## src/design/mips_pkg.sv

```systemverilog
`default_nettype none

package mips_pkg;

    typedef logic [31:0] word_t;
    typedef logic [4:0]  reg_addr_t;
    typedef logic [5:0]  opcode_t;
    typedef logic [5:0]  funct_t;
    typedef logic [2:0]  alu_op_t;
    typedef logic [1:0]  fwd_sel_t;

    // Primary opcodes
    localparam opcode_t OP_RTYPE = 6'h00;
    localparam opcode_t OP_ADDI  = 6'h08;
    localparam opcode_t OP_LW    = 6'h23;
    localparam opcode_t OP_SW    = 6'h2B;
    localparam opcode_t OP_BEQ   = 6'h04;
    localparam opcode_t OP_HALT  = 6'h3F;

    // R-type function codes
    localparam funct_t FN_ADD = 6'h20;
    localparam funct_t FN_SUB = 6'h22;
    localparam funct_t FN_AND = 6'h24;
    localparam funct_t FN_OR  = 6'h25;
    localparam funct_t FN_SLT = 6'h2A;

    localparam alu_op_t ALU_ADD = 3'd0;
    localparam alu_op_t ALU_SUB = 3'd1;
    localparam alu_op_t ALU_AND = 3'd2;
    localparam alu_op_t ALU_OR  = 3'd3;
    localparam alu_op_t ALU_SLT = 3'd4;

    // Operand sources in execute
    localparam fwd_sel_t FWD_NONE  = 2'd0;
    localparam fwd_sel_t FWD_EXMEM = 2'd1;
    localparam fwd_sel_t FWD_MEMWB = 2'd2;

endpackage

`default_nettype wire

```

## src/design/mips_execute.sv

```systemverilog
`timescale 1ns/1ps
`default_nettype none

module mips_execute import mips_pkg::*; (
    input  wire        i_clk,
    input  wire        i_reset,
    input  wire        i_ex_kill,
    input  word_t      i_idex_pc4,
    input  word_t      i_idex_rs_data,
    input  word_t      i_idex_rt_data,
    input  word_t      i_idex_imm,
    input  reg_addr_t  i_idex_rt,
    input  reg_addr_t  i_idex_rd,
    input  wire        i_idex_reg_write,
    input  wire        i_idex_mem_write,
    input  wire        i_idex_mem_to_reg,
    input  wire        i_idex_alu_src,
    input  wire        i_idex_reg_dst_rd,
    input  wire        i_idex_branch,
    input  wire        i_idex_halt,
    input  alu_op_t    i_idex_alu_op,
    input  fwd_sel_t   i_fwd_a,
    input  fwd_sel_t   i_fwd_b,
    input  word_t      i_wb_data,
    output word_t      o_exmem_alu,
    output word_t      o_exmem_store_data,
    output reg_addr_t  o_exmem_rd,
    output logic       o_exmem_zero,
    output word_t      o_exmem_branch_target,
    output logic       o_exmem_reg_write,
    output logic       o_exmem_mem_write,
    output logic       o_exmem_mem_to_reg,
    output logic       o_exmem_branch,
    output logic       o_exmem_halt
);

    word_t op_a;
    word_t op_b_reg;
    word_t op_b;
    word_t alu_res;

    function automatic word_t fwd_mux(input fwd_sel_t sel, input word_t reg_val);
        case (sel)
            FWD_EXMEM: return o_exmem_alu;
            FWD_MEMWB: return i_wb_data;
            default:   return reg_val;
        endcase
    endfunction

    assign op_a     = fwd_mux(i_fwd_a, i_idex_rs_data);
    assign op_b_reg = fwd_mux(i_fwd_b, i_idex_rt_data);
    assign op_b     = i_idex_alu_src ? i_idex_imm : op_b_reg;

    always_comb begin
        case (i_idex_alu_op)
            ALU_SUB: alu_res = op_a - op_b;
            ALU_AND: alu_res = op_a & op_b;
            ALU_OR:  alu_res = op_a | op_b;
            ALU_SLT: alu_res = {31'd0, $signed(op_a) < $signed(op_b)};
            default: alu_res = op_a + op_b;
        endcase
    end

    always_ff @(posedge i_clk) begin
        if (i_reset) begin
            o_exmem_reg_write  <= 1'b0;
            o_exmem_mem_write  <= 1'b0;
            o_exmem_mem_to_reg <= 1'b0;
            o_exmem_branch     <= 1'b0;
            o_exmem_halt       <= 1'b0;
            o_exmem_rd         <= '0;
        end else begin
            // Kill squashes the instruction behind a taken branch
            o_exmem_reg_write  <= i_idex_reg_write & ~i_ex_kill;
            o_exmem_mem_write  <= i_idex_mem_write & ~i_ex_kill;
            o_exmem_mem_to_reg <= i_idex_mem_to_reg;
            o_exmem_branch     <= i_idex_branch & ~i_ex_kill;
            o_exmem_halt       <= i_idex_halt & ~i_ex_kill;
            o_exmem_rd         <= i_idex_reg_dst_rd ? i_idex_rd : i_idex_rt;
        end
        o_exmem_alu           <= alu_res;
        o_exmem_zero          <= (alu_res == '0);
        o_exmem_store_data    <= op_b_reg;
        o_exmem_branch_target <= i_idex_pc4 + {i_idex_imm[29:0], 2'b00};
    end

endmodule

`default_nettype wire

```

## config.mk

```make
export PLATFORM = sky130hd
export DESIGN_NAME = mips_execute
export DESIGN_NICKNAME = d
export VERILOG_FILES = /design/src/design/mips_pkg.sv /design/src/design/mips_execute.sv
export SDC_FILE = /design/constraint.sdc
export NUM_CORES = 1
export LEC_CHECK = 0
export BUFFER_PORTS_ARGS = -buffer_cell sky130_fd_sc_hd__buf_2
export CAP_MARGIN = 20
export CORE_ASPECT_RATIO = 1.75
export CORE_MARGIN = 4
export CORE_UTILIZATION = 49
export CTS_CLUSTER_DIAMETER = 40
export DETAILED_ROUTE_END_ITERATION = 7
export GPL_ROUTABILITY_DRIVEN = 0
export GPL_TIMING_DRIVEN = 0
export PLACE_DENSITY = 0.78
export SKIP_CTS_REPAIR_TIMING = 1
export SYNTH_ARGS = -nofsm -noshare
export SYNTH_HDL_FRONTEND = slang
export SYNTH_SLANG_ARGS = --single-unit
```

## constraint.sdc

```tcl
create_clock -name i_clk -period 5 [get_ports i_clk]
set_input_delay 0.75 -clock i_clk [delete_from_list [all_inputs] [get_ports i_clk]]
set_output_delay 0.75 -clock i_clk [all_outputs]
set_load 0.01 [all_outputs]
```

Word level (Yosys, flattened, before mapping):

Cells that the tools add are included.

* register bits: 107
* bits in latches: 0
* memory bits (writable): 0
* memory bits (read-only): 0
* output and inout port bits: 107
* memories kept: 0

* add/subtract/negate cells: 3
* multipliers: 0
* divide/modulo/power cells: 0
* order comparisons: 1
* eq/ne operators: 8
* shift operators: 0
* muxes and demuxes: 5
* bitwise logic cells: 7
* reduce and logical (&&, ||, !) cells: 1

Operator list (count)
* case mux 32 bit (2 select lines): 2
* case mux 32 bit (4 select lines): 1
* adder 32 bit: 2
* bitwise AND 32 bit: 1
* zero test 32 bit: 1
* < comparator 32 bit: 1
* 2-to-1 mux 32 bit: 1
* OR 32 bit: 1
* subtractor 32 bit: 1
* == test 3 x 2 -> 1 bit (second input constant): 2
* 2-to-1 mux 5 bit: 1
* bitwise AND 1 bit: 4
* == test 2 x 1 -> 1 bit (second input constant): 2
* == test 2 bit (second input constant): 2
* == test 3 x 1 -> 1 bit (second input constant): 1
* == test 3 bit (second input constant): 1
* inverter 1 bit: 1

Longest topological paths before layout:

Gate-level depths: netlist of the first run.

* word-level depth: 6
* depth in mapped cells: 20

Worst setup path after synthesis of the first run:

No wires, ideal clock.

* path kind: input to register
* from: in i_fwd_b[0]
* to: reg o_exmem_zero
* data arrival time: 5.333 ns
* slack: -0.398 ns
* stages on the path: 18
* path buffers: 2
* cell sequence: inv_1 -> ha_1 -> clkbuf_1 -> clkbuf_1 -> a21oi_1 -> o21ai_0 -> ha_1 -> a211oi_1 -> o31ai_1 -> a2111oi_0 -> nor2_1 -> a221oi_1 -> o221ai_1 -> or4b_1 -> or4_1 -> nor4_1 -> nand4b_1 -> nor2_1

* word-level cells in the longest chain between the ends: 6
* elaborated cells between the ends (all ways): 11
* classes of those cells: 2 x add/sub; 1 x order compare; 2 x eq/ne; 3 x mux; 2 x bitwise; 1 x reduce/logical

Ends and longest elaborated chain
* from (decl): line mips_execute.sv:23 `input fwd_sel_t i_fwd_b,`
* == test 2 bit or == test 2 x 1 -> 1 bit (tied branches): line mips_execute.sv:43 `case (sel)`
* case mux 32 bit (2 select lines) *: line mips_execute.sv:43
* 2-to-1 mux 32 bit *: line mips_execute.sv:52 `assign op_b = i_idex_alu_src ? i_idex_imm : op_b_reg;`
* adder 32 bit, or another cell as far along: line mips_execute.sv:60 `default: alu_res = op_a + op_b;`
* case mux 32 bit (4 select lines) *: line mips_execute.sv:55 `case (i_idex_alu_op)`
* net alu_res[7]: line mips_execute.sv:40 `word_t alu_res;`
* zero test 32 bit *: line mips_execute.sv:82 `o_exmem_zero <= (alu_res == '0);`
* to (signal assigned): line mips_execute.sv:82
* to (decl): line mips_execute.sv:28 `output logic o_exmem_zero,`

The timed path passes the listed nets; every way through them passes the cells marked *.
A chain may end at the register's enable or synchronous reset.

Final worst setup path of the first run:

Ends and elaborated chain as after synthesis.

==> results of run 1 <==
-- layout make-up --
class	count	area (µm²)	area share, %
Antenna cell	1	2.50	0.0183
Clock buffer	10	229	1.67
Tap cell	292	365	2.67
Buffer	74	428	3.13
Clock inverter	6	56.3	0.411
Multi-Input combinational cell	1175	8340	60.9
Inverter	142	533	3.89
Sequential cell	107	2140	15.7
Timing Repair Buffer	308	1590	11.6
-- worst max-delay path, cell delays in order --
cell       delay (ps)
buf_2             110
inv_1              70
ha_2              280
buf_8             150
buf_8             140
nor2_4            140
a21oi_4            50
o21ai_4           310
ha_4              270
a211oi_4          340
o31ai_4           130
a2111oi_4         400
nor2_4            110
a221oi_2          340
o221ai_2          160
or4b_4            540
or4_4             520
nor4_4            180
nand4b_1          130
nor2_1            150
-- cells by family (layout without fill, tap and decap cells) --
kind of cell / count (synthesis) / count (layout) / share of synthesized area (%)
compound gates: 549 / 549 / 33.3
xor+xnor: 33 / 33 / 2.68
fa+ha+maj: 132 / 132 / 15.5
buf+inv: 224 / 540 / 7.97
flops: 107 / 107 / 19.9
mux: 9 / 9 / 0.859
other cells: 0 / 1 / 0
simple gates: 452 / 452 / 19.8
-- cells in the mapped netlist (19+ instances only) --
library cell	count	area share (%)
nand3_1	20	0.93
nand2b_1	24	1.4
a21oi_1	132	6.1
o21ai_0	125	5.8
clkbuf_1	71	2.5
a22oi_1	66	4.6
xnor2_1	26	2.1
nand2_1	136	4.7
inv_1	142	4.9
dfxtp_1	107	20
a21o_1	28	2.0
nor3_1	29	1.3
nor2_1	141	4.9
ha_1	129	15
nor2b_1	19	1.1
-- metrics by stage --
stage	area, µm²	hold WS [ps]	TNS (ps)	utilization, %
2_1_floorplan	10800	641	0	-
3_5_place_dp	12600	620	-10430	58.4
4_1_cts	12900	478	-4840	59.7
5_1_grt	13700	480	-183	63.4
3_3_place_gp	12600	600	-9300	58.4
6_report	13700	484	-10.2	63.4
-- where the power goes --
group          total (mW)  internal [mW]  leakage (nW)  switching, mW
combinational        2.51          0.942          5.42           1.57
sequential           1.15           1.03         0.899          0.114
clock               0.728          0.351         0.138          0.377
-- routing by layer --
metal | part of all wire (%) | wire length, µm | global-route usage (%)
met1 | 32 | 15500 | 37.4
met2 | 48 | 23600 | 65.8
met3 | 10 | 4950 | 7.45
met4 | 9.9 | 4860 | 30.2
met5 | 0.029 | 14 | 0
-- path summary, 6_finish.rpt --
| check | from | end | cells past startpoint |
|---|---|---|---|
| setup reg to reg | o_exmem_alu[0]$_DFF_P_ | o_exmem_zero$_DFF_P_ | 17 |
| setup / recovery | i_fwd_b[0] | o_exmem_zero$_DFF_P_ | 20 |
| hold / removal | i_idex_pc4[0] | o_exmem_branch_target[0]$_DFF_P_ | 1 |
| hold reg to reg | o_exmem_alu[18]$_DFF_P_ | o_exmem_store_data[18]$_DFF_P_ | 4 |
==> impl_results.md, run 1 <==
* Largest net degree at the start of global routing at 20
* CTS root buf: clkbuf_16
* Final instance count without filler cells at 2115
* Area Growth Syn to Fin at 27.0%
* Per-cell routed wire length at 23.1 µm
* Post-Synthesis Cells at 1506
* Post-Syn Area per Cell at 7.15 µm²
* DRC viols at 0
* Crit share post-route at 100%
* PnR worst setup slack at -10.2 ps
* Fraction of layout cells with a size suffix above 1 at 25.5%
* Die Area at 0.0245 mm²
* Slew Viols, Final at 0
* CTS tree: done
* Worst Max-Slew Pin Slew at 884 ps
* Number of flops mapped to enable cells by yosys at 0
* Skew final at 14.5 ps
* DRT Pass-1 Iters at 6
* Status: finished with violations
* GRT Util Overall at 37.2%
* Violated checks: negative setup slack
* Arr. time, crit path at 5310 ps
* Fillers at 1936
* Iteration-0 DRC Markers at 1601
* Antenna Nets Post-Route at 0
* Total CTS buffers at 9
* Die X at 120 µm
* CTS sink count at 107
* Hold crit path type: input port to flip-flop
* Largest regs: o_exmem_alu x32, o_exmem_branch_target x32, o_exmem_store_data x32
* Vias in the first global route at 13100
* Vias at 13600
* Startpoint Class: input port
* Total wire length at 48.9 mm
* FFs w/ async S/R, synth at 0%
* Worst slack, placed at -1840 ps
* Synthesized Nets at 1825
* Worst setup EP type: flip-flop
* GR Overflow Total at 0
* Final setup fails at 1
* Final #Nets at 2136
* Row count at 71
* Post-synthesis cell area at 0.0108 mm²
* Max VDD drop at 0.202 mV
* # Max-Cap Violations at 0
* Placeable Area at 0.0216 mm²
* Initial Utilization at 49.9%
* Lkg Pwr at 6.45 nW
* #FFs+latches synth at 107
* Io pins at 294
* Most frequent cells in the layout: buf_2 (291), inv_1 (141), nand2_1 (135)
* Port-buffer cells at 289
* H-tree Lvls at 3
* CP Max Fanout at 10
* Cells after DPL at 2087
* Sequential-to-total area share from yosys stat at 19.9%
* Critical Path RT at 5300 ps
* Synth Flop Type: dfxtp_1
* Final Hold Fails at 0
* Total Power at 4.38 mW
* First-pass GRT wire length at 71.1 mm
* R2R Setup Slk at 600 ps
* DP HPWL at 38.5 mm
* Vias per cell at 6.42
* Worst skew pair latency at 370 ps
* Clk slew on worst S/H paths at 80 ps
* Maximum clock rate at 200 MHz
* PwrDens at 320 mW/mm²
* Type of the worst setup path: input port to flip-flop
* Max_slew headroom at 41.1%
* Max clock buf depth at 2
* Die Ht at 204 µm
* Synth cell types at 76
* Commonest non-fill, non-tap cell in the layout: buf_2
* Post-layout min period at 5010 ps
* Initial antenna violation count at 4
* Synth warnings at 0
Power figures use the tool's default switching activity.
==> run 2, diff against run 1 <==
--- a/config.mk
+++ b/config.mk
@@ -15,7 +15,9 @@
 export GPL_ROUTABILITY_DRIVEN = 0
 export GPL_TIMING_DRIVEN = 0
 export PLACE_DENSITY = 0.78
+export SETUP_SLACK_MARGIN = 0.4
 export SKIP_CTS_REPAIR_TIMING = 1
 export SYNTH_ARGS = -nofsm -noshare
 export SYNTH_HDL_FRONTEND = slang
 export SYNTH_SLANG_ARGS = --single-unit
+export TNS_END_PERCENT = 50
==> run 2 against run 1 <==
The flow finishes with violations (design-rule violations, negative setup slack). Clock skew shrank 1.7 ps. Worst hold slack gained 11 ps. Critical path depth stayed put. Sequential power about the same. Via count rose by 0.85%. Worst setup slack worse by 22 ps. Sequential share of layout area is 0.19 points lower. Sequential cell count unchanged. Final cell count is 0.47% higher. Critical path type unchanged. Highest routed layer is now met4.
==> impl_results.md, run 2 (synthesis gave the netlist of run 1 again) <==
* Crit share post-route at 101%
* Total wire length at 49.0 mm
* Slowest CP cell: or4b_4
* GR Overflow Total at 0
* Pint at 2.35 mW
* Commonest non-fill, non-tap cell in the layout: buf_2
* Cell Chain, Critical Path: buf_2, inv_1, ha_2, buf_8, a22oi_1, o21ai_2, inv_2, ha_4, fa_2, nor3_4, nor3_2, o31ai_2, xor2_1, o2111ai_1, nor4_2, or4b_4, or4_4, nor4_4, nand4b_1, nor2_2
* Io pins at 294
* Most frequent cells in the layout: buf_2 (296), inv_1 (139), nand2_1 (135)
* Final Hold Fails at 0
* Combinational share of power at 58.0%
* P_sw at 2.04 mW
* Violated checks: design-rule violations, negative setup slack
* Arr. time, crit path at 5330 ps
* Row count at 71
* Critical Path RT at 5300 ps
* Crit-path max cell delay at 510 ps
* Status: finished with violations
* Max VDD drop at 0.195 mV
* Largest regs: o_exmem_alu x32, o_exmem_branch_target x32, o_exmem_store_data x32
* Antenna Nets Post-Route at 0
* Buf+Inv Stages, Crit Path at 4
* Die Ht at 204 µm
* Clock share of power at 15.9%
* GRT Util Overall at 37.1%
* Sequential Power Share at 26.1%
* Largest net degree at the start of global routing at 18
* Initial Utilization at 49.9%
* Total CTS buffers at 9
* H-tree Lvls at 3
* PwrDens at 317 mW/mm²
* Worst Max-Slew Pin Slew at 880 ps
* Hold crit path type: input port to flip-flop
* CP Max Fanout at 10
* Final #Nets at 2144
* Met1 Resource Use GR at 37.0%
* Met3 GRT Util at 6.73%
* CTS tree: done
* Lkg Pwr at 6.53 nW
* Final setup fails at 1
* # Max-Cap Violations at 0
* Iteration-0 DRC Markers at 1633
* Max clock buf depth at 2
* DRT Pass-1 Iters at 8
* Skew final at 12.7 ps
* RSZ-0062 raised after global routing: true
* Worst setup EP type: flip-flop
* Vias at 13700
* Die Area at 0.0245 mm²
* PnR worst setup slack at -32.2 ps
* Sw frac at 46.4%
* Placeable Area at 0.0216 mm²
* Fraction of layout cells with a size suffix above 1 at 26.2%
* CTS sink count at 107
* Worst skew pair latency at 360 ps
* Fin util at 64.2%
* Post-layout min period at 5030 ps
* Port-buffer cells at 289
* Vias in the first global route at 13100
* Top delay family on crit path: simple AND/OR/NAND/NOR gates
* Initial antenna violation count at 3
* Max_slew headroom at 41.4%
* Per-cell routed wire length at 23.0 µm
* Hold Slack at 495 ps
* Setup tns final at -32.2 ps
* Type of the worst setup path: input port to flip-flop
* Clk slew on worst S/H paths at 80 ps
* Met2 Use GR at 66.3%
* Die X at 120 µm
* DP HPWL at 38.8 mm
* Vias per cell at 6.44
* Maximum clock rate at 199 MHz
* Gr busiest metal: met2
* Slew Viols, Final at 0
* CTS root buf: clkbuf_16
* DRC viols at 18
* Area Growth Syn to Fin at 28.6%
* Startpoint Class: input port
* First-pass GRT wire length at 70.8 mm
==> run 2: cell types whose count changed in the layout (fill, tap and decap cells not counted), sizes merged <==
cell / before / now
buf: 326 / 333
clkbuf: 66 / 68
clkinv: 1 / 2
diode: 1 / 3
inv: 146 / 144
==> run 2: area by class of cell <==
| type | instances | area (µm²) |
|---|---|---|
| multi-input combinational | 1175 | 8420 |
| fill | 1973 | 7730 |
| sequential | 107 | 2140 |
| timing repair buffer | 308 | 1590 |
| inverter | 142 | 536 |
| buffer | 82 | 520 |
| tap | 292 | 365 |
| clock buffer | 11 | 243 |
| clock inverter | 5 | 35.0 |
| antenna | 3 | 7.51 |
==> run 2: through the flow <==
stage / instance area [µm²] / instances / setup slack, ps / total power [mW]
after floorplan: 11000 / 1506 / 402 / 2.58
after global placement: 12800 / 2087 / -1060 / 3.32
after detailed placement: 12800 / 2087 / -1170 / 3.36
after CTS: 13100 / 2103 / -802 / 4.05
after global routing: 13900 / 2124 / -105 / 4.59
final: 13900 / 2125 / -32.2 / 4.39
==> run 2: power by group through the flow <==
stage | logic, mW | registers, mW | clock network, mW
6_report | 2.54 | 1.15 | 0.696
5_1_grt | 2.71 | 1.16 | 0.724
4_1_cts | 2.22 | 1.14 | 0.693
3_5_place_dp | 2.20 | 1.16 | 0
3_3_place_gp | 2.17 | 1.15 | 0
2_1_floorplan | 1.36 | 1.22 | 0
==> run 2: path summary, 6_finish.rpt <==
check / from / endpoint / slack (ps) / cells after the start
setup reg to reg: o_exmem_alu[0]$_DFF_P_ / o_exmem_zero$_DFF_P_ / 610 / 16
hold reg to reg: o_exmem_alu[18]$_DFF_P_ / o_exmem_store_data[18]$_DFF_P_ / 630 / 4
setup / recovery: i_fwd_a[0] / o_exmem_zero$_DFF_P_ / -30 / 20
hold / removal: i_idex_pc4[0] / o_exmem_branch_target[0]$_DFF_P_ / 490 / 1
==> run 2: per-layer routing <==
| metal | vias to the layer above | routed length [µm] |
|---|---|---|
| met2 | 1033 | 23800 |
| met4 | 0 | 4870 |
| met1 | 6269 | 15400 |
| li1 | 6056 | - |
| met3 | 328 | 4830 |
| met5 | - | 0 |
