[config.mk]
export PLATFORM = sky130hd
export DESIGN_NAME = mips_control
export DESIGN_NICKNAME = d
export VERILOG_FILES = /design/src/design/mips_pkg.sv /design/src/design/mips_control.sv
export SDC_FILE = /design/constraint.sdc
export NUM_CORES = 1
export LEC_CHECK = 0
export BUFFER_PORTS_ARGS = -buffer_cell sky130_fd_sc_hd__buf_2
export CELL_PAD_IN_SITES_DETAIL_PLACEMENT = 0
export CELL_PAD_IN_SITES_GLOBAL_PLACEMENT = 2
export CORE_UTILIZATION = 18
export CTS_BUF_LIST = sky130_fd_sc_hd__clkbuf_8 sky130_fd_sc_hd__clkbuf_16
export DETAILED_ROUTE_END_ITERATION = 8
export PLACE_DENSITY_LB_ADDON = 0.1
export SYNTH_ARGS = -nofsm -noshare
export SYNTH_HDL_FRONTEND = slang
export SYNTH_SLANG_ARGS = --single-unit
[constraint.sdc]
create_clock -name i_clk -period 6.37 [get_ports i_clk]
set_input_delay 1.274 -clock i_clk [delete_from_list [all_inputs] [get_ports i_clk]]
set_output_delay 1.274 -clock i_clk [all_outputs]
set_load 0.05 [all_outputs]
[src/design/mips_pkg.sv]
`default_nettype none

package mips_pkg;

    typedef logic [31:0] word_t;
    typedef logic [4:0]  reg_addr_t;
    typedef logic [5:0]  opcode_t;
    typedef logic [5:0]  funct_t;
    typedef logic [2:0]  alu_op_t;
    typedef logic [1:0]  fwd_sel_t;

    // Primary opcodes
    localparam opcode_t OP_RTYPE = 6'h00;
    localparam opcode_t OP_ADDI  = 6'h08;
    localparam opcode_t OP_LW    = 6'h23;
    localparam opcode_t OP_SW    = 6'h2B;
    localparam opcode_t OP_BEQ   = 6'h04;
    localparam opcode_t OP_HALT  = 6'h3F;

    // R-type function codes
    localparam funct_t FN_ADD = 6'h20;
    localparam funct_t FN_SUB = 6'h22;
    localparam funct_t FN_AND = 6'h24;
    localparam funct_t FN_OR  = 6'h25;
    localparam funct_t FN_SLT = 6'h2A;

    localparam alu_op_t ALU_ADD = 3'd0;
    localparam alu_op_t ALU_SUB = 3'd1;
    localparam alu_op_t ALU_AND = 3'd2;
    localparam alu_op_t ALU_OR  = 3'd3;
    localparam alu_op_t ALU_SLT = 3'd4;

    // Operand sources in execute
    localparam fwd_sel_t FWD_NONE  = 2'd0;
    localparam fwd_sel_t FWD_EXMEM = 2'd1;
    localparam fwd_sel_t FWD_MEMWB = 2'd2;

endpackage

`default_nettype wire

[src/design/mips_control.sv]
`timescale 1ns/1ps
`default_nettype none

module mips_control import mips_pkg::*; (
    input  wire        i_clk,
    input  wire        i_reset,
    input  word_t      i_ifid_instr,
    input  reg_addr_t  i_idex_rt,
    input  reg_addr_t  i_idex_rs,
    input  wire        i_idex_mem_read,
    input  reg_addr_t  i_exmem_rd,
    input  wire        i_exmem_reg_write,
    input  wire        i_exmem_branch,
    input  wire        i_exmem_zero,
    input  reg_addr_t  i_memwb_rd,
    input  wire        i_memwb_reg_write,
    output logic       o_stall,
    output logic       o_ifid_flush,
    output logic       o_pc_src,
    output logic       o_ex_kill,
    output fwd_sel_t   o_fwd_a,
    output fwd_sel_t   o_fwd_b,
    output logic       o_reg_write,
    output logic       o_mem_read,
    output logic       o_mem_write,
    output logic       o_mem_to_reg,
    output logic       o_alu_src,
    output logic       o_reg_dst_rd,
    output logic       o_branch,
    output logic       o_halt,
    output alu_op_t    o_alu_op
);

    opcode_t   opcode;
    funct_t    funct;
    reg_addr_t id_rs;
    reg_addr_t id_rt;
    logic      load_use;
    logic      bubble;
    logic      halt_go;
    logic      freeze;

    assign opcode = i_ifid_instr[31:26];
    assign funct  = i_ifid_instr[5:0];
    assign id_rs  = i_ifid_instr[25:21];
    assign id_rt  = i_ifid_instr[20:16];

    assign load_use = i_idex_mem_read && (i_idex_rt != 5'd0) &&
                      ((i_idex_rt == id_rs) || (i_idex_rt == id_rt));

    // Branch resolves in MEM
    assign o_pc_src  = i_exmem_branch & i_exmem_zero;
    assign o_ex_kill = o_pc_src;

    assign o_stall = (load_use | freeze) & ~o_pc_src;
    assign bubble  = o_stall | o_pc_src;
    assign halt_go = (opcode == OP_HALT) & ~bubble;

    // Instruction after the halt is dropped in the same cycle
    assign o_ifid_flush = o_pc_src | freeze | halt_go;

    always_ff @(posedge i_clk) begin
        if (i_reset || o_pc_src) begin
            freeze <= 1'b0;
        end else if (halt_go) begin
            freeze <= 1'b1;
        end
    end

    always_comb begin
        o_reg_write  = 1'b0;
        o_mem_read   = 1'b0;
        o_mem_write  = 1'b0;
        o_mem_to_reg = 1'b0;
        o_alu_src    = 1'b0;
        o_reg_dst_rd = 1'b0;
        o_branch     = 1'b0;
        o_halt       = 1'b0;
        o_alu_op     = ALU_ADD;
        if (!bubble) begin
            case (opcode)
                OP_RTYPE: begin
                    o_reg_dst_rd = 1'b1;
                    o_reg_write  = 1'b1;
                    case (funct)
                        FN_ADD:  o_alu_op = ALU_ADD;
                        FN_SUB:  o_alu_op = ALU_SUB;
                        FN_AND:  o_alu_op = ALU_AND;
                        FN_OR:   o_alu_op = ALU_OR;
                        FN_SLT:  o_alu_op = ALU_SLT;
                        default: o_reg_write = 1'b0;
                    endcase
                end
                OP_ADDI: begin
                    o_reg_write = 1'b1;
                    o_alu_src   = 1'b1;
                end
                OP_LW: begin
                    o_reg_write  = 1'b1;
                    o_mem_read   = 1'b1;
                    o_mem_to_reg = 1'b1;
                    o_alu_src    = 1'b1;
                end
                OP_SW: begin
                    o_mem_write = 1'b1;
                    o_alu_src   = 1'b1;
                end
                OP_BEQ: begin
                    o_branch = 1'b1;
                    o_alu_op = ALU_SUB;
                end
                OP_HALT: o_halt = 1'b1;
                default: ;
            endcase
        end
    end

    // EX/MEM wins over MEM/WB, r0 never forwarded
    function automatic fwd_sel_t fwd_pick(input reg_addr_t src);
        if (i_exmem_reg_write && (i_exmem_rd != 5'd0) && (i_exmem_rd == src)) begin
            return FWD_EXMEM;
        end
        if (i_memwb_reg_write && (i_memwb_rd != 5'd0) && (i_memwb_rd == src)) begin
            return FWD_MEMWB;
        end
        return FWD_NONE;
    endfunction

    assign o_fwd_a = fwd_pick(i_idex_rs);
    assign o_fwd_b = fwd_pick(i_idex_rt);

endmodule

`default_nettype wire

After elaboration in Yosys (flattened, before gate mapping):

Cells that the tools add are included.

* flip-flop bits (word level): 1
* input port bits: 59
* output and inout port bits: 19
* logic and storage cells: 75

* equality and inequality tests: 16
* multiplexer cells: 32
* bitwise operators: 9
* reduce and logical (&&, ||, !) cells: 17

Operators by type and width (count)
* 6-bit == test, second input constant: 8
* 5-bit == test: 6
* 1-bit 2-to-1 mux: 20
* 2-bit 2-to-1 mux: 8
* 5-bit nonzero test: 3
* 3-bit case mux with 4 select lines: 1
* 1-bit logical AND: 8
* 6-bit by 3-bit == test with 1-bit output, second input constant: 1
* 6-bit by 4-bit == test with 1-bit output, second input constant: 1
* 6-bit zero test: 1
* 3-bit case mux with 2 select lines: 1
* 5-bit OR reduction: 1
* 1-bit OR: 4
* 1-bit bitwise AND: 3
* 3-bit 2-to-1 mux: 1
* 3-bit OR reduction: 1
* 1-bit logical OR: 2
* 1-bit NOT: 2
* 1-bit case mux with 2 select lines: 1
* 2-bit OR reduction: 1

Logic depth before layout (Yosys ltp):

Gate-level depths: netlist of run 1.

* depth in word-level cells: 9
* depth in mapped cells: 6
* mapped depth without buffers: 4

Least setup slack after synthesis of run 1:

No wires, ideal clock.

* path type: input-to-output
* from: input port i_idex_rt[2]
* to: output port o_mem_to_reg
* arrival time: 4.456 ns
* required time: 5.096 ns
* path slack: 0.640 ns
* stages on the path: 5
* path buffers: 2
* cells stage by stage: buf_2 > or4_1 > o21a_1 > a2111oi_1 > buf_4

* cells in the longest elaborated chain, start to end: 7
* elaborated cells between the ends (all ways): 10
* those cells by class: eq/ne (2); mux (1); bitwise (3); reduce/logical (4)

RTL lines
* start: declaration: RTL line mips_control.sv:8 `input reg_addr_t i_idex_rt,`
* 5-bit == test or 5-bit nonzero test (tied branches): RTL line mips_control.sv:49, mips_control.sv:48
* 1-bit logical OR or 1-bit logical AND (tied branches): RTL line mips_control.sv:49, mips_control.sv:48
* 1-bit logical AND (*): RTL line mips_control.sv:48 `assign load_use = i_idex_mem_read && (i_idex_rt != 5'd0) &&`
* 1-bit OR (*): RTL line mips_control.sv:55 `assign o_stall = (load_use | freeze) & ~o_pc_src;`
* 1-bit bitwise AND (*): RTL line mips_control.sv:55
* 1-bit OR (*): RTL line mips_control.sv:56 `assign bubble = o_stall | o_pc_src;`
* 1-bit 2-to-1 mux (*)
* end: declaration: RTL line mips_control.sv:26 `output logic o_mem_to_reg,`

Every way passes the cells marked *; elsewhere a longest branch is shown, timed or not.

Worst setup path in the final report of run 1:

* from: input port i_idex_rt[1]
* to: output port o_mem_read

* cells in the longest elaborated chain, start to end: 7
* elaborated cells between the ends (all ways): 10
* those cells by class: eq/ne (2); mux (1); bitwise (3); reduce/logical (4)

RTL lines
* 5-bit == test or 5-bit nonzero test (tied branches): RTL line mips_control.sv:49, mips_control.sv:48
* 1-bit logical OR or 1-bit logical AND (tied branches): RTL line mips_control.sv:49, mips_control.sv:48
* 1-bit logical AND (*): RTL line mips_control.sv:48
* 1-bit OR (*): RTL line mips_control.sv:55
* 1-bit bitwise AND (*): RTL line mips_control.sv:55
* 1-bit OR (*): RTL line mips_control.sv:56
* 1-bit 2-to-1 mux (*): RTL line mips_control.sv:80 `if (!bubble) begin`
* end: declaration: RTL line mips_control.sv:24 `output logic o_mem_read,`

Marked as above.

==> out/qor.csv, run 1 <==
metric,value,unit
switchingPower,0.0382,mW
regMostFlops,freeze,
start_util,19.1,%
hold_viol_final,0,
synth_edf_count,0,
worstReg2RegStart,freeze$_SDFFE_PP0P_,
fmax,223,MHz
wl,2.62,mm
yosys_most_used_dff,dfxtp_1,
setup_viol,0,
synth_area,782,um^2
syn_avg_cell_area,7.45,um^2
drcViolationCount,0,
io-pin-count,78,
finalMaxSlewViolations,0,
rsz0062_at_grt,false,
gp_congestion,0.732,
vias_per_cell,4.59,
drt_iter0_drc,21,
fill_cells,462,
core-area,4090,um^2
grt_pass1_vias,945,
drt-pass1-iter-count,4,
wl_per_cell,12.3,um
p_int,0.0357,mW
grt_max_degree,14,
antenna_found_initial,0,
grt_pass1_wl,4.33,mm
fin_nets,224,
timing.final.crit_share,70.3,%
syn-num-nets,164,
tightest_slew,1.19,ns
async_flop_share,0,%
grtUsageTotal,11.6,%
p_leak,0.523,nW
hold-path-cell-count,2,
synth_cell_types,37,
top_regs,freeze (1),
synth_seq_area_share,2.56,%
ys_ff_latch,1,
antenna_cells,0,
clock_latency,0,ns
gr-total-overflow,0,
critPathKind,primary input to output pin,
ctsResizeCount,0,
cts-hold-fix-buffers,0,
relSlewSlack,20.7,%
syn2layout_area_growth,44.2,%
vdd_ir_drop_max,0.0192,mV
maxCapViolations,0,
final_antenna_net_count,0,
dieHeight,67.9,um
p_per_area,65.6,nW/um^2
crit_start,i_idex_rt[1],
p_comb_share,91.2,%
place_area,1130,um^2
path_max_fanout,13,
seqPwrFrac,8.8,%
cp.arrival,3.20,ns
finalSetupTns,0,ns
drive_gt1_share,47.9,%
place_inst,213,
cts_setup_buffers,0,
worstHoldPathType,register to register,
fin_cells,213,
largest_reg_flops,1,
postSynthCellCount,105,
postLayoutCoreUtil,27.6,%
clkTransAtPathRegs,0,ns
clock_power_share,0,%
swShare,51.7,%
rows,23,
dp_hpwl,2.30,mm
num_vias,978,
fp.dieArea,4610,um^2
final_area,1130,um^2
die_w,67.9,um
clock_skew,0,ns
hp-start,freeze$_SDFFE_PP0P_,
yosysWarnings,0,
numPortBuffers,67,
min_period,4.48,ns
worst_hold_slack,0.528,ns
cp-end-kind,output pin,
critPathLaunchType,primary input,
status,finished clean,
r2r_cells,3,
worstPathRequired,5.10,ns
cells in the final DEF, fill, tap and decap left out, types with 2 or more instances in the layout:
cell,n
nand3_1,6
a21oi_1,5
a2111oi_1,2
o21ai_0,3
nand2_1,6
xor2_1,14
a211oi_2,5
xnor2_1,16
a31oi_1,2
buf_2,67
or4_1,5
nor2b_1,2
nor4_1,4
or3_4,3
nor2_1,2
inv_1,3
layout make-up:
| class | count | area, um^2 | share of cell area [%] |
|---|---|---|---|
| Multi-Input combinational cell | 92 | 698 | 61.9 |
| Sequential cell | 1 | 20.0 | 1.78 |
| Tap cell | 50 | 62.6 | 5.55 |
| Inverter | 3 | 11.3 | 0.999 |
| Timing Repair Buffer | 67 | 335 | 29.7 |
through the flow:
step | setup WS [ns] | power [mW]
6_report | 1.89 | 0.0740
5_1_grt | 1.67 | 0.0819
2_1_floorplan | 0.640 | 0.0485
4_1_cts | 1.89 | 0.0752
3_3_place_gp | 1.87 | 0.0743
3_5_place_dp | 1.89 | 0.0749
metal layers:
layer | wire, um | global-route usage (%)
met1 | 1200 | 15.9
met5 | 0 | 0
met2 | 1250 | 21.2
met3 | 173 | 0.167
met4 | 0 | 0
Yosys cell counts (3+ instances only):
| cell type | number | area [um^2] |
|---|---|---|
| a211oi_2 | 5 | 62.6 |
| a21oi_1 | 5 | 25.0 |
| buf_2 | 3 | 15.0 |
| clkbuf_1 | 3 | 11.3 |
| inv_1 | 3 | 11.3 |
| nand2_1 | 6 | 22.5 |
| nand3_1 | 6 | 30.0 |
| nor4_1 | 4 | 25.0 |
| o21ai_0 | 3 | 15.0 |
| or3_4 | 3 | 33.8 |
| or4_1 | 5 | 37.5 |
| xnor2_1 | 16 | 140 |
| xor2_1 | 14 | 123 |
power groups by stage:
stage	registers, mW	clock network (mW)	logic, mW
after floorplan	0.00648	0	0.0420
after global placement	0.00648	0	0.0678
after detailed placement	0.00649	0	0.0685
after CTS	0.00649	0	0.0687
after global routing	0.00649	0	0.0754
final	0.00649	0	0.0675
worst max-delay path, stage by stage:
cell       delay, ns
buf_2           0.14
or4_1           0.52
o21a_1          0.36
a2111oi_1       0.55
buf_2           0.35
logic make-up after synthesis:
| family | synth area share (%) |
|---|---|
| flops | 2.56 |
| xor+xnor | 33.6 |
| compound gates | 25.6 |
| simple gates | 28.8 |
| buf+inv | 8.16 |
| mux | 1.28 |
worst paths after layout:
path	slack, ns	endpoint
min	0.53	freeze$_SDFFE_PP0P_
max	1.89	o_mem_read
max reg2reg	5.48	freeze$_SDFFE_PP0P_
min reg2reg	0.53	freeze$_SDFFE_PP0P_
Power figures use the tool's default switching activity.
==> run 2: changes to the inputs <==
Settings changed: CORE_UTILIZATION 18 to 15.
Clock period 6.37 ns to 4.1 ns, I/O delays scaled along.
==> out/qor.csv, run 2 (same netlist as run 1, synthesis figures left out) <==
metric,value,unit
grt_max_degree,14,
wl,2.69,mm
r2r_cells,3,
hp-start,freeze$_SDFFE_PP0P_,
numPortBuffers,67,
wl_per_cell,11.6,um
antenna_found_initial,0,
p_int,0.0569,mW
switchingPower,0.0627,mW
whs_endpoint,freeze$_SDFFE_PP0P_,
finalSetupTns,0,ns
ctsResizeCount,0,
top_regs,freeze (1),
core-area,4880,um^2
timing.final.crit_share,84.7,%
min_period,3.47,ns
grtUsageTotal,9.45,%
timing.reg2reg.setup_slack,3.23,ns
io-pin-count,78,
start_util,16.0,%
final_cell_mix,"67 x buf_2, 16 x xnor2_1, 14 x xor2_1",
drive_gt1_share,51.8,%
p_leak,0.530,nW
grt_pass1_vias,985,
relSlewSlack,62.8,%
r2r-end,freeze$_SDFFE_PP0P_,
die_w,74.2,um
gp_congestion,0.694,
fill_cells,579,
clock_skew,0,ns
hold-path-cell-count,2,
cp-end-kind,output pin,
path_cells,"buf_2, or4_1, o21a_1, a2111oi_2, buf_2",
rows,25,
maxCapViolations,0,
fp.dieArea,5510,um^2
hold_viol_final,0,
vdd_ir_drop_max,0.0451,mV
drcViolationCount,0,
crit_top_cell,buf_2,
setup_viol,0,
worstHoldPathType,register to register,
cts_setup_buffers,0,
critPathKind,primary input to output pin,
slowest_delay,0.52,ns
clkTransAtPathRegs,0,ns
final_antenna_net_count,0,
clock_latency,0,ns
num_vias,970,
cts-hold-fix-buffers,0,
fmax,288,MHz
seqPwrFrac,8.4,%
p_per_area,100,nW/um^2
crit_start,i_idex_rt[1],
tightest_slew,0.559,ns
vias_per_cell,4.20,
rsz0062_at_grt,false,
cp_slowest_cell,or4_1,
worstReg2RegStart,freeze$_SDFFE_PP0P_,
drt_iter0_drc,14,
dp_hpwl,2.35,mm
finalMaxSlewViolations,0,
gr-total-overflow,0,
grt_pass1_wl,4.28,mm
path_max_fanout,13,
critPathLaunchType,primary input,
preCtsSetupSlack,0.605,ns
drt-pass1-iter-count,2,
clock_power_share,0,%
largest_reg_flops,1,
cp.arrival,2.65,ns
fin_ws,0.629,ns
regMostFlops,freeze,
dieHeight,74.2,um
swShare,52.5,%
antenna_cells,0,
postLayoutCoreUtil,24.4,%
p_comb_share,91.6,%
syn2layout_area_growth,52.3,%
worstPathRequired,3.28,ns
status,finished clean,
fin_nets,225,
final_common_cell,buf_2,
run 2: how the worst max path moves through the flow:
stage | end
finish | o_mem_to_reg
detailed placement | o_mem_to_reg
global placement | o_mem_to_reg
floorplan | o_mem_to_reg
CTS | o_mem_to_reg
global route | o_mem_to_reg
run 2: area by class of cell:
cell class | count | area [um^2] | area share (%)
Multi-Input combinational cell | 92 | 733 | 61.6
Sequential cell | 1 | 20.0 | 1.68
Timing Repair Buffer | 68 | 343 | 28.8
Tap cell | 67 | 83.8 | 7.04
Inverter | 3 | 11.3 | 0.945
run 2: power by group through the flow:
stage	logic (mW)	clock network (mW)	registers, mW
floorplan	0.0687	0	0.0101
global placement	0.111	0	0.0101
detailed placement	0.111	0	0.0101
CTS	0.112	0	0.0101
global route	0.121	0	0.0101
finish	0.110	0	0.0101
run 2: critical path, delay by kind of cell:
kind / cells / cell delay, ns
simple gates: 1 / 0.52
buf+inv: 2 / 0.48
compound gates: 2 / 0.84
run 2: through the flow:
| stage | hold WS (ns) | area, um^2 | instances | power [mW] |
|---|---|---|---|---|
| 2_1_floorplan | 0.483 | 817 | 105 | 0.0787 |
| 3_3_place_gp | 0.508 | 1190 | 231 | 0.121 |
| 3_5_place_dp | 0.522 | 1190 | 231 | 0.121 |
| 4_1_cts | 0.523 | 1190 | 231 | 0.122 |
| 5_1_grt | 0.554 | 1190 | 231 | 0.131 |
| 6_report | 0.517 | 1190 | 231 | 0.120 |
run 2: layer usage:
layer  vias to the layer above  part of all wire [%]  track usage, %
met5                         -                     0               0
met4                         0                     0               0
met3                         0                   6.7           0.949
met2                        37                    52            19.5
met1                       430                    41            10.9
li1                        503                     -               -
==> run 3: changes to the inputs <==
Clock period 4.1 ns to 3 ns, I/O delays scaled along.
==> out/qor.csv, run 3 (same netlist as run 1, synthesis figures left out) <==
metric,value,unit
status,finished clean,
regMostFlops,freeze,
wl,2.77,mm
p_per_area,138,nW/um^2
largest_reg_flops,1,
critPathKind,primary input to output pin,
vdd_ir_drop_max,0.0298,mV
vias_per_cell,4.07,
drcViolationCount,0,
maxCapViolations,0,
place_inst,238,
antenna_cells,0,
grtUsageTotal,9.51,%
cp-end-kind,output pin,
io-pin-count,78,
fin_cells,238,
timing.final.crit_share,96.0,%
path_max_fanout,7,
core-area,4880,um^2
cts-hold-fix-buffers,0,
met1_usage,13.1,%
wl_per_cell,11.6,um
fp.dieArea,5510,um^2
relSlewSlack,70.8,%
top_regs,freeze (1),
grt.busiest_layer,met2,
min_period,2.88,ns
p_leak,0.563,nW
multi_input_comb_area,793,um^2
numPortBuffers,67,
dieHeight,74.2,um
dp_hpwl,2.47,mm
use_met3,0.271,%
syn2layout_area_growth,67.0,%
tightest_slew,0.434,ns
finalSetupTns,0,ns
final_area,1310,um^2
critPathLaunchType,primary input,
clkTransAtPathRegs,0,ns
hold_viol_final,0,
worst_hold_slack,0.511,ns
worstHoldPathType,register to register,
final_common_cell,buf_2,
fin_total_pwr,0.180,mW
finalMaxSlewViolations,0,
fin_ws,0.119,ns
grt_pass1_vias,965,
final_antenna_net_count,0,
worstPathRequired,2.40,ns
cp.arrival,2.28,ns
seqCellArea,20.0,um^2
rsz0062_at_grt,false,
grt_pass1_wl,4.27,mm
start_util,16.0,%
gr-total-overflow,0,
fin_nets,232,
setup_viol,0,
drive_gt1_share,56.1,%
fmax,347,MHz
final_cell_mix,"66 x buf_2, 16 x xnor2_1, 14 x xor2_1",
clock_latency,0,ns
clock_skew,0,ns
drt_iter0_drc,6,
place_area,1300,um^2
met2_usage,17.5,%
grt_max_degree,14,
fill_cells,585,
drt-pass1-iter-count,4,
ctsResizeCount,0,
rows,25,
preCtsSetupSlack,0.0932,ns
postLayoutCoreUtil,26.8,%
num_vias,969,
gp_congestion,0.723,
die_w,74.2,um
cts_setup_buffers,0,
antenna_found_initial,0,
==> run 3: cell types whose count changed in the layout (fill, tap and decap cells not counted), moves of 2 or more <==
cell       delta
nor4_4        +2
a2111oi_4     +2
a21oi_1       -3
a2111oi_2     -2
buf_4         +7
a21oi_2       +3
nor4_2        -2
==> run 3: worst max-delay path: stages <==
cell,delay [ns]
buf_2,0.10
or4_1,0.52
o21a_1,0.33
buf_4,0.22
a211oi_2,0.21
buf_2,0.29
==> run 3: report_power, final <==
part	leakage [nW]	total [mW]	internal, mW	switching (mW)
combinational	0.555	0.166	0.0716	0.0944
sequential	0.00806	0.0138	0.0137	0.0000834
clock	0	0	0	0
==> run 3: worst paths after layout <==
check | depth (start not counted) | slack, ns | endpoint | from
max reg2reg | 3 | 2.15 | freeze$_SDFFE_PP0P_ | freeze$_SDFFE_PP0P_
min reg2reg | 2 | 0.51 | freeze$_SDFFE_PP0P_ | freeze$_SDFFE_PP0P_
max | 6 | 0.12 | o_reg_write | i_idex_rt[1]
min | 2 | 0.51 | freeze$_SDFFE_PP0P_ | freeze$_SDFFE_PP0P_
==> run 3: cell type report <==
type / count / area share (%)
multi-input cells: 92 / 60.7
repair buffers: 75 / 30.5
well taps: 67 / 6.42
flip-flops and latches: 1 / 1.53
inverters: 3 / 0.862
==> run 3: layer usage <==
| metal | part of all wire, % | vias up |
|---|---|---|
| met5 | 0 | - |
| met4 | 0 | 0 |
| met3 | 5.4 | 0 |
| met2 | 49 | 36 |
| met1 | 45 | 421 |
| li1 | - | 512 |
